<file path="src/hbus_pkg.sv">
package hbus_pkg;

    localparam int mem_bits = 21;      // 2M words of 32 bits
    localparam int latency = 6;        // initial latency in bus clocks
    localparam int latency2x = 1;

    // system cycles between the last CA byte and the first data byte
    localparam int nop_cycles = latency * 2 * (latency2x + 1) - 2;
    localparam int nop_bits = $clog2(nop_cycles);

    localparam int paddr_bits = 23;    // byte address, two bits below the word

    typedef struct packed {
        logic                is_read;
        logic [mem_bits-1:0] addr;     // word address
        logic [31:0]         wdata;
        logic [3:0]          mask;     // a set bit leaves that byte untouched
    } hb_req_t;

    typedef struct packed {
        logic       ck;
        logic       ncs;
        logic       rwds;
        logic       rwds_oe;
        logic [7:0] dq;
        logic       dq_oe;
    } hb_pads_t;

    // idle is the all-zero code and every other state owns a single bit
    typedef enum logic [7:0] {
        st_idle = 8'h00,
        st_ca0  = 8'h01,
        st_ca1  = 8'h02,
        st_ca2  = 8'h04,
        st_ca3  = 8'h08,
        st_ca4  = 8'h10,
        st_ca5  = 8'h20,
        st_wait = 8'h40,
        st_data = 8'h80
    } hb_state_t;

endpackage

</file>
<file path="src/apb_port.sv">
module apb_port (
    input  logic                            clk,
    input  logic                            nreset,
    input  logic                            psel,
    input  logic                            penable,
    input  logic                            pwrite,
    input  logic [hbus_pkg::paddr_bits-1:0] paddr,
    input  logic [31:0]                     pwdata,
    input  logic [3:0]                      pstrb,
    output logic [31:0]                     prdata,
    output logic                            pready,
    output logic                            pslverr,
    output logic                            req_valid,
    output hbus_pkg::hb_req_t               req,
    input  logic                            done,
    input  logic [31:0]                     rd_word
);
    import hbus_pkg::*;

    logic access;       // first access cycle of a transfer not yet answered
    logic misaligned;

    assign access     = psel && penable && !req_valid && !pready;
    assign misaligned = paddr[1:0] != 2'b00;

    always_ff @(posedge clk) begin
        if (!nreset) begin
            req_valid <= 1'b0;
            pready    <= 1'b0;
            pslverr   <= 1'b0;
        end else begin
            pready  <= 1'b0;
            pslverr <= 1'b0;
            if (done) begin
                // the sequencer is back in idle, so the request goes away with pready
                req_valid <= 1'b0;
                pready    <= 1'b1;
            end else if (access) begin
                if (misaligned) begin
                    pready  <= 1'b1;    // answered at once, no bus transaction
                    pslverr <= 1'b1;
                end else begin
                    req_valid <= 1'b1;
                end
            end
        end
    end

    always_ff @(posedge clk) begin
        if (access && !misaligned) begin
            req.is_read <= !pwrite;
            req.addr    <= paddr[paddr_bits-1:2];
            req.wdata   <= pwdata;
            req.mask    <= pwrite ? ~pstrb : 4'hf;  // a read masks every byte
        end
        if (done) begin
            prdata <= rd_word;
        end
    end

endmodule

</file>
<file path="src/hbus_sequencer.sv">
module hbus_sequencer (
    input  logic               clk,
    input  logic               nreset,
    input  logic               req_valid,
    input  logic               is_read,
    output logic               done,
    output logic [2:0]         ca_index,
    output logic [1:0]         byte_index,
    output logic               byte_take,
    input  logic [7:0]         ca_byte,
    input  logic [7:0]         wr_byte,
    input  logic               wr_mask,
    input  logic               hb_rwds_in,
    output hbus_pkg::hb_pads_t pads
);
    import hbus_pkg::*;

    hb_state_t           state;
    logic [nop_bits-1:0] nop_cnt;
    logic                ck;
    logic                in_ca;
    logic                in_data;
    logic                step;        // the current data byte completes this cycle

    assign in_ca   = state inside {st_ca0, st_ca1, st_ca2, st_ca3, st_ca4, st_ca5};
    assign in_data = state == st_data;

    // on a read the first byte waits for the device to raise RWDS,
    // the rest follow on consecutive cycles
    assign step      = in_data && (!is_read || hb_rwds_in || byte_index != 2'd0);
    assign byte_take = step && is_read;
    assign done      = step && byte_index == 2'd3;

    always_comb begin
        case (state)
            st_ca1:  ca_index = 3'd1;
            st_ca2:  ca_index = 3'd2;
            st_ca3:  ca_index = 3'd3;
            st_ca4:  ca_index = 3'd4;
            st_ca5:  ca_index = 3'd5;
            default: ca_index = 3'd0;
        endcase
    end

    // bus clock at half the system rate, its edges sit mid-cycle so each byte
    // on dq is centred on one edge
    always_ff @(negedge clk) begin
        if (!nreset || state == st_idle) begin
            ck <= 1'b0;
        end else begin
            ck <= ~ck;
        end
    end

    always_ff @(posedge clk) begin
        if (!nreset) begin
            state      <= st_idle;
            nop_cnt    <= '0;
            byte_index <= 2'd0;
        end else begin
            case (state)
                st_idle: begin
                    if (req_valid) begin
                        state <= st_ca0;
                    end
                end
                st_ca0: state <= st_ca1;
                st_ca1: state <= st_ca2;
                st_ca2: state <= st_ca3;
                st_ca3: state <= st_ca4;
                st_ca4: state <= st_ca5;
                st_ca5: begin
                    state   <= st_wait;
                    nop_cnt <= nop_bits'(nop_cycles - 1);
                end
                st_wait: begin
                    byte_index <= 2'd0;
                    if (nop_cnt == '0) begin
                        state <= st_data;
                    end else begin
                        nop_cnt <= nop_cnt - 1'b1;
                    end
                end
                st_data: begin
                    if (step) begin
                        byte_index <= byte_index + 2'd1;
                        if (byte_index == 2'd3) begin
                            state <= st_idle;   // chip select rises with this
                        end
                    end
                end
                default: state <= st_idle;
            endcase
        end
    end

    always_comb begin
        pads.ck      = ck;
        pads.ncs     = state == st_idle;
        pads.dq      = in_data ? wr_byte : ca_byte;
        // the device owns dq and RWDS through the latency wait and read data
        pads.dq_oe   = in_ca || (in_data && !is_read);
        pads.rwds    = in_data && !is_read && wr_mask;
        pads.rwds_oe = in_data && !is_read;
    end

endmodule

</file>
<file path="src/ca_shifter.sv">
module ca_shifter (
    input  hbus_pkg::hb_req_t req,
    input  logic [2:0]        ca_index,
    output logic [7:0]        ca_byte
);
    import hbus_pkg::*;

    logic [31:0] half_addr;   // the device counts in 16-bit halfwords
    logic [47:0] ca_word;

    assign half_addr = {{(31 - mem_bits){1'b0}}, req.addr, 1'b0};

    // bit 47 read, 46 memory space, 45 linear burst,
    // 44:16 upper column and row, 15:3 reserved, 2:0 lower column
    assign ca_word = {
        req.is_read,
        1'b0,
        1'b1,
        half_addr[31:3],
        13'h0000,
        half_addr[2:0]
    };

    always_comb begin
        case (ca_index)
            3'd0:    ca_byte = ca_word[47:40];
            3'd1:    ca_byte = ca_word[39:32];
            3'd2:    ca_byte = ca_word[31:24];
            3'd3:    ca_byte = ca_word[23:16];
            3'd4:    ca_byte = ca_word[15:8];
            3'd5:    ca_byte = ca_word[7:0];
            default: ca_byte = 8'h00;
        endcase
    end

endmodule

</file>
<file path="src/word_lanes.sv">
module word_lanes (
    input  logic              clk,
    input  logic              nreset,
    input  hbus_pkg::hb_req_t req,
    input  logic [1:0]        byte_index,
    input  logic              byte_take,
    input  logic [7:0]        hb_dq_in,
    output logic [7:0]        wr_byte,
    output logic              wr_mask,
    output logic [31:0]       rd_word
);

    logic [3:0][7:0] lanes;

    // least significant byte goes out first
    assign wr_byte = req.wdata[8*byte_index +: 8];
    assign wr_mask = req.mask[byte_index];

    always_ff @(posedge clk) begin
        if (!nreset) begin
            lanes <= '0;
        end else if (byte_take) begin
            lanes[byte_index] <= hb_dq_in;
        end
    end

    // the lane being taken passes straight through so the word is whole
    // in the cycle its last byte arrives
    always_comb begin
        for (int i = 0; i < 4; i++) begin
            if (byte_take && byte_index == 2'(i)) begin
                rd_word[8*i +: 8] = hb_dq_in;
            end else begin
                rd_word[8*i +: 8] = lanes[i];
            end
        end
    end

endmodule

</file>
<file path="src/hyperram_bridge.sv">
module hyperram_bridge (
    input  logic                            psel,
    input  logic                            penable,
    input  logic                            pwrite,
    input  logic [hbus_pkg::paddr_bits-1:0] paddr,
    input  logic [31:0]                     pwdata,
    input  logic [3:0]                      pstrb,
    output logic [31:0]                     prdata,
    output logic                            pready,
    output logic                            pslverr,
    input  logic                            clk,
    input  logic                            nreset,
    output logic                            hb_ck,
    output logic                            hb_ncs,
    output logic                            hb_nreset,
    output logic                            hb_rwds_out,
    output logic                            hb_rwds_oe,
    output logic [7:0]                      hb_dq_out,
    output logic                            hb_dq_oe,
    input  logic                            hb_rwds_in,
    input  logic [7:0]                      hb_dq_in
);
    import hbus_pkg::*;

    hb_req_t     req;
    hb_pads_t    pads;
    logic        req_valid;
    logic        done;
    logic [2:0]  ca_index;
    logic [1:0]  byte_index;
    logic        byte_take;
    logic [7:0]  ca_byte;
    logic [7:0]  wr_byte;
    logic        wr_mask;
    logic [31:0] rd_word;

    apb_port u_apb_port (
        .clk       (clk),
        .nreset    (nreset),
        .psel      (psel),
        .penable   (penable),
        .pwrite    (pwrite),
        .paddr     (paddr),
        .pwdata    (pwdata),
        .pstrb     (pstrb),
        .prdata    (prdata),
        .pready    (pready),
        .pslverr   (pslverr),
        .req_valid (req_valid),
        .req       (req),
        .done      (done),
        .rd_word   (rd_word)
    );

    hbus_sequencer u_sequencer (
        .clk        (clk),
        .nreset     (nreset),
        .req_valid  (req_valid),
        .is_read    (req.is_read),
        .done       (done),
        .ca_index   (ca_index),
        .byte_index (byte_index),
        .byte_take  (byte_take),
        .ca_byte    (ca_byte),
        .wr_byte    (wr_byte),
        .wr_mask    (wr_mask),
        .hb_rwds_in (hb_rwds_in),
        .pads       (pads)
    );

    ca_shifter u_ca_shifter (
        .req      (req),
        .ca_index (ca_index),
        .ca_byte  (ca_byte)
    );

    word_lanes u_word_lanes (
        .clk        (clk),
        .nreset     (nreset),
        .req        (req),
        .byte_index (byte_index),
        .byte_take  (byte_take),
        .hb_dq_in   (hb_dq_in),
        .wr_byte    (wr_byte),
        .wr_mask    (wr_mask),
        .rd_word    (rd_word)
    );

    assign hb_ck       = pads.ck;
    assign hb_ncs      = pads.ncs;
    assign hb_rwds_out = pads.rwds;
    assign hb_rwds_oe  = pads.rwds_oe;
    assign hb_dq_out   = pads.dq;
    assign hb_dq_oe    = pads.dq_oe;
    assign hb_nreset   = nreset;   // device reset follows the system reset

endmodule

</file>
<file path="config.mk">
export PLATFORM = sky130hd
export DESIGN_NAME = hyperram_bridge
export DESIGN_NICKNAME = d
export VERILOG_FILES = /design/src/hbus_pkg.sv /design/src/apb_port.sv /design/src/hbus_sequencer.sv /design/src/ca_shifter.sv /design/src/word_lanes.sv /design/src/hyperram_bridge.sv
export SDC_FILE = /design/constraint.sdc
export NUM_CORES = 1
export LEC_CHECK = 0
export ABC_AREA = 0
export BUFFER_PORTS_ARGS = -buffer_cell sky130_fd_sc_hd__buf_4
export CORE_ASPECT_RATIO = 2
export CORE_UTILIZATION = 54
export DETAILED_ROUTE_END_ITERATION = 12
export GPL_ROUTABILITY_DRIVEN = 0
export GPL_TIMING_DRIVEN = 0
export HOLD_SLACK_MARGIN = 0.02
export PLACE_DENSITY = 0.78
export SETUP_SLACK_MARGIN = 0.5
export SLEW_MARGIN = 20
export SYNTH_ARGS = -nofsm -noshare
export SYNTH_HDL_FRONTEND = slang
export SYNTH_SLANG_ARGS = --single-unit
</file>
<file path="constraint.sdc">
create_clock -name clk -period 6.9 [get_ports clk]
set_input_delay 0.69 -clock clk [delete_from_list [all_inputs] [get_ports clk]]
set_output_delay 0.69 -clock clk [all_outputs]
set_load 0.05 [all_outputs]
</file>
==> out/qor.txt <==
OUTCOME
-----------------------------------------------------------------------------------------------
Run status                                                                         complete, no violations

CTS
-----------------------------------------------------------------------------------------------
Hold-fix buffer count after cts                                                               0
Clock latency on the worst-skew pair                                                    0.44 ns
Bufs on Longest Clock Path                                                                    2
TritonCTS clock tree                                                                      built
Clock H-tree levels                                                                           4
Clock buffer count from CTS                                                                  17
Total of cells resized after clock tree synthesis                                             0
Num Clock Sinks                                                                             141
Cell at the root of the clock tree                                                 sky130_fd_sc_hd__clkbuf_16
Post-CTS setup buffer count                                                                   0
Clock input transition at the sequential cells of the worst setup and hold paths        0.06 ns

GLOBAL ROUTING
-----------------------------------------------------------------------------------------------
Wire length of the first global-routing pass                                            18.3 mm
Number of antenna violations at the first check in global routing                             0
Number of global-route vias before repair                                                 3,944
Maximum number of pins on one net before global-route repair                                 24
Total congestion overflow                                                                     0
Overall Global Routing Usage                                                              23.2%

POWER AND IR DROP
-----------------------------------------------------------------------------------------------
Maximum vdd drop                                                                         216 uV
Sw Share                                                                                  19.3%
Share of total power in sequential cells                                                  48.3%
Internal power                                                                          1510 uW
Power, Total                                                                            1870 uW
Fraction of power consumed by combinational cells                                          3.4%
P_sw                                                                                     361 uW
Power Dens Cells                                                                    256 nW/um^2
Proportion of power drawn by the clock network                                            48.3%
Static power due to leakage                                                          0.00287 uW

CRITICAL PATH
-----------------------------------------------------------------------------------------------
Worst endpoint required time                                                            6.21 ns
Library cell contributing the largest single delay on the critical path            sky130_fd_sc_hd__dfxtp_1
List of cells traversed by the critical path                                              buf_4
Endpoint of the worst-slack reg-to-reg timing path                                 u_sequencer.ck
Top cell family by delay on the critical path                                        flip-flops
Worst setup path class                                                                  reg2out
Number of buffer and inverter instances along the worst setup path                            1
Number of cells traversed by the worst register-to-register path                              6
Launch instance of the worst register-to-register path                             u_sequencer.state[3]
Flop-to-flop setup slack                                                                1.99 ns
Kind of capture point of the worst setup path                                        output pin
Data arrival time at the worst-slack endpoint                                           4.45 ns
CP endpoint                                                                               hb_ck
Critical Path Source                                                               u_sequencer.ck
Number of logic stages on the critical path including buffering                               1
Critical Path Source Type                                                                  flop
CP Max Fanout                                                                                 2
Biggest cell delay along the critical path                                              0.35 ns

SYNTHESIS
-----------------------------------------------------------------------------------------------
Async set-reset flop share out of synthesis                                                  0%
Top-count cell post-synth                                                          sky130_fd_sc_hd__edfxtp_1
Distinct cell type count of the synthesized netlist                                          58
Sequential share of the synthesized area                                                  66.8%
Synthesis warning total                                                                       0
Synthesized instance count                                                                  399
Number of nets in the synthesized netlist                                                   478
Biggest area contributors in the synthesized netlist                               sky130_fd_sc_hd__edfxtp_1 49%, sky130_fd_sc_hd__dfxtp_1 18%, sky130_fd_sc_hd__mux2_2 4.9%
Top cell type's share of synthesized area                                                 48.5%
Number of synthesized register bits                                                         141
Synth cell count leaders                                                           90 x sky130_fd_sc_hd__edfxtp_1, 51 x sky130_fd_sc_hd__dfxtp_1, 28 x sky130_fd_sc_hd__and2_1, 28 x sky130_fd_sc_hd__nand2_1, 24 x sky130_fd_sc_hd__mux2_2
Count of flip-flops with a built-in enable after synthesis                                   90
Ys flop type                                                                       sky130_fd_sc_hd__edfxtp_1
Cell type contributing the most total cell area after synthesis                    sky130_fd_sc_hd__edfxtp_1
Cell Area, Synth                                                                      5570 um^2
Mean cell area of the mapped netlist                                                  14.0 um^2

FLOORPLAN
-----------------------------------------------------------------------------------------------
Die W                                                                                   73.8 um
I/O pin count                                                                               121
Starting utilization of the core area                                                     55.2%
Die Span Y                                                                               146 um
Core area                                                                           10,100 um^2
Overall die area                                                                    10,800 um^2
Row Count                                                                                    52

ROUTING
-----------------------------------------------------------------------------------------------
Drt total wl                                                                            11.2 mm
Number of iterations in the first detailed-routing pass                                       4
Number of vias per cell after detailed routing                                             5.35
Post-DR wirelength/cell                                                                 16.2 um
Via total after detailed routing                                                          3,696
DR iter-0 viols                                                                             200
Number of routed nets with antenna violations                                                 0
Detailed-route DRC error count                                                                0

CELLS AND AREA
-----------------------------------------------------------------------------------------------
Nets@finish                                                                                 622
Proportion of layout cells with a drive suffix above 1                                    36.7%
Count of filler cells inserted in the layout                                                716
Area Growth Syn to Fin                                                                    31.2%
ANT cells                                                                                     0

TIMING
-----------------------------------------------------------------------------------------------
Setup tns final                                                                            0 ns
Hold Worst Slack                                                                       0.449 ns
Final hold violations                                                                         0
Setup repair after global routing missed its margin                                       false
Slew at the pin closest to its max-slew limit                                          0.830 ns
Total count of max-transition violations in the final report                                  0
Setup violation total in the final timing report                                              0
Worst clock skew                                                                      0.0285 ns
Rel. slew slack                                                                           44.7%

RUN
-----------------------------------------------------------------------------------------------
Reported max-cap violation count                                                              0

PLACE
-----------------------------------------------------------------------------------------------
Placed wire-length estimate                                                             8.20 mm
Port bufs                                                                                   119

HOLD PATH
-----------------------------------------------------------------------------------------------
Min-delay worst type                                                                     in2reg

power groups by stage:
stage / registers, uW / logic [uW] / clock network (uW)
floorplan: 924 / 18.8 / 1.81
global placement: 923 / 60.7 / 1.81
detailed placement: 922 / 63.9 / 1.81
CTS: 905 / 64.2 / 915
global route: 905 / 68.1 / 959
finish: 905 / 63.3 / 905
per-layer routing:
| layer | wire, um | up-vias | GRT usage, % |
|---|---|---|---|
| li1 | - | 1797 | - |
| met1 | 3750 | 1758 | 22.3 |
| met2 | 6530 | 118 | 42.8 |
| met3 | 499 | 23 | 6.51 |
| met4 | 380 | 0 | 11.6 |
| met5 | 0 | - | 0 |
cell families after synthesis:
logic type | count (synthesis) | share of synthesized area [%]
AO/OA/AOI/OAI | 56 | 6.36
XOR/XNOR | 3 | 0.472
adder cells (fa/ha/maj) | 6 | 1.35
buffers and inverters | 25 | 2.00
flip-flops | 141 | 66.8
multiplexers | 33 | 8.49
AND/OR/NAND/NOR | 135 | 14.5
through the flow:
step / setup slack (ns) / util (%) / instance area, um^2 / instances
finish: 1.76 / 72.5 / 7310 / 691
CTS: 1.75 / 72.5 / 7310 / 691
global placement: 0.414 / 65.8 / 6630 / 653
detailed placement: 1.75 / 66.6 / 6710 / 659
floorplan: 1.51 / - / 5570 / 399
global route: 1.72 / 72.5 / 7310 / 691
placed cells by master (no fill, tap or decap), types with 10 or more instances in the layout:
master	instances
sky130_fd_sc_hd__nand2_1	28
sky130_fd_sc_hd__and3_1	10
sky130_fd_sc_hd__o21ai_0	14
sky130_fd_sc_hd__nor2_1	12
sky130_fd_sc_hd__clkbuf_16	17
sky130_fd_sc_hd__nand3_1	12
sky130_fd_sc_hd__buf_4	127
sky130_fd_sc_hd__and2_1	28
sky130_fd_sc_hd__dfxtp_1	51
sky130_fd_sc_hd__a21oi_1	16
sky130_fd_sc_hd__edfxtp_1	90
sky130_fd_sc_hd__mux2_2	24
sky130_fd_sc_hd__clkbuf_1	11
cell type report:
cell class	instances	area, um^2	area share [%]
clock buffers	21	450	6.16
inverters	9	33.8	0.462
flip-flops and latches	141	3720	51.0
multi-input cells	233	1750	23.9
repair buffers	125	962	13.2
clock inverters	12	148	2.02
plain buffers	15	73.8	1.01
well taps	135	169	2.31
how the worst min path moves through the flow:
stage | startpoint | endpoint | cells after the start
after global placement | u_sequencer.ck | u_sequencer.ck | 1
after detailed placement | u_sequencer.ck | u_sequencer.ck | 1
after CTS | pwdata[8] | u_apb_port.req[12] | 1
after global routing | pwdata[8] | u_apb_port.req[12] | 1
final | pwdata[23] | u_apb_port.req[27] | 1
after floorplan | u_sequencer.nop_cnt[1] | u_sequencer.nop_cnt[1] | 2
state kept, by name, indices dropped and copies added, names as in the netlist:
signal and flops:
u_apb_port.pslverr 1, u_apb_port.pready 1, u_apb_port.req 58, u_sequencer.ck 1
u_sequencer.state 8, u_apb_port.req_valid 1, u_sequencer.nop_cnt 5, u_apb_port.prdata 32
u_sequencer.byte_index 2, u_word_lanes.lanes 32
Note: power is estimated with default switching activity, not from simulation.
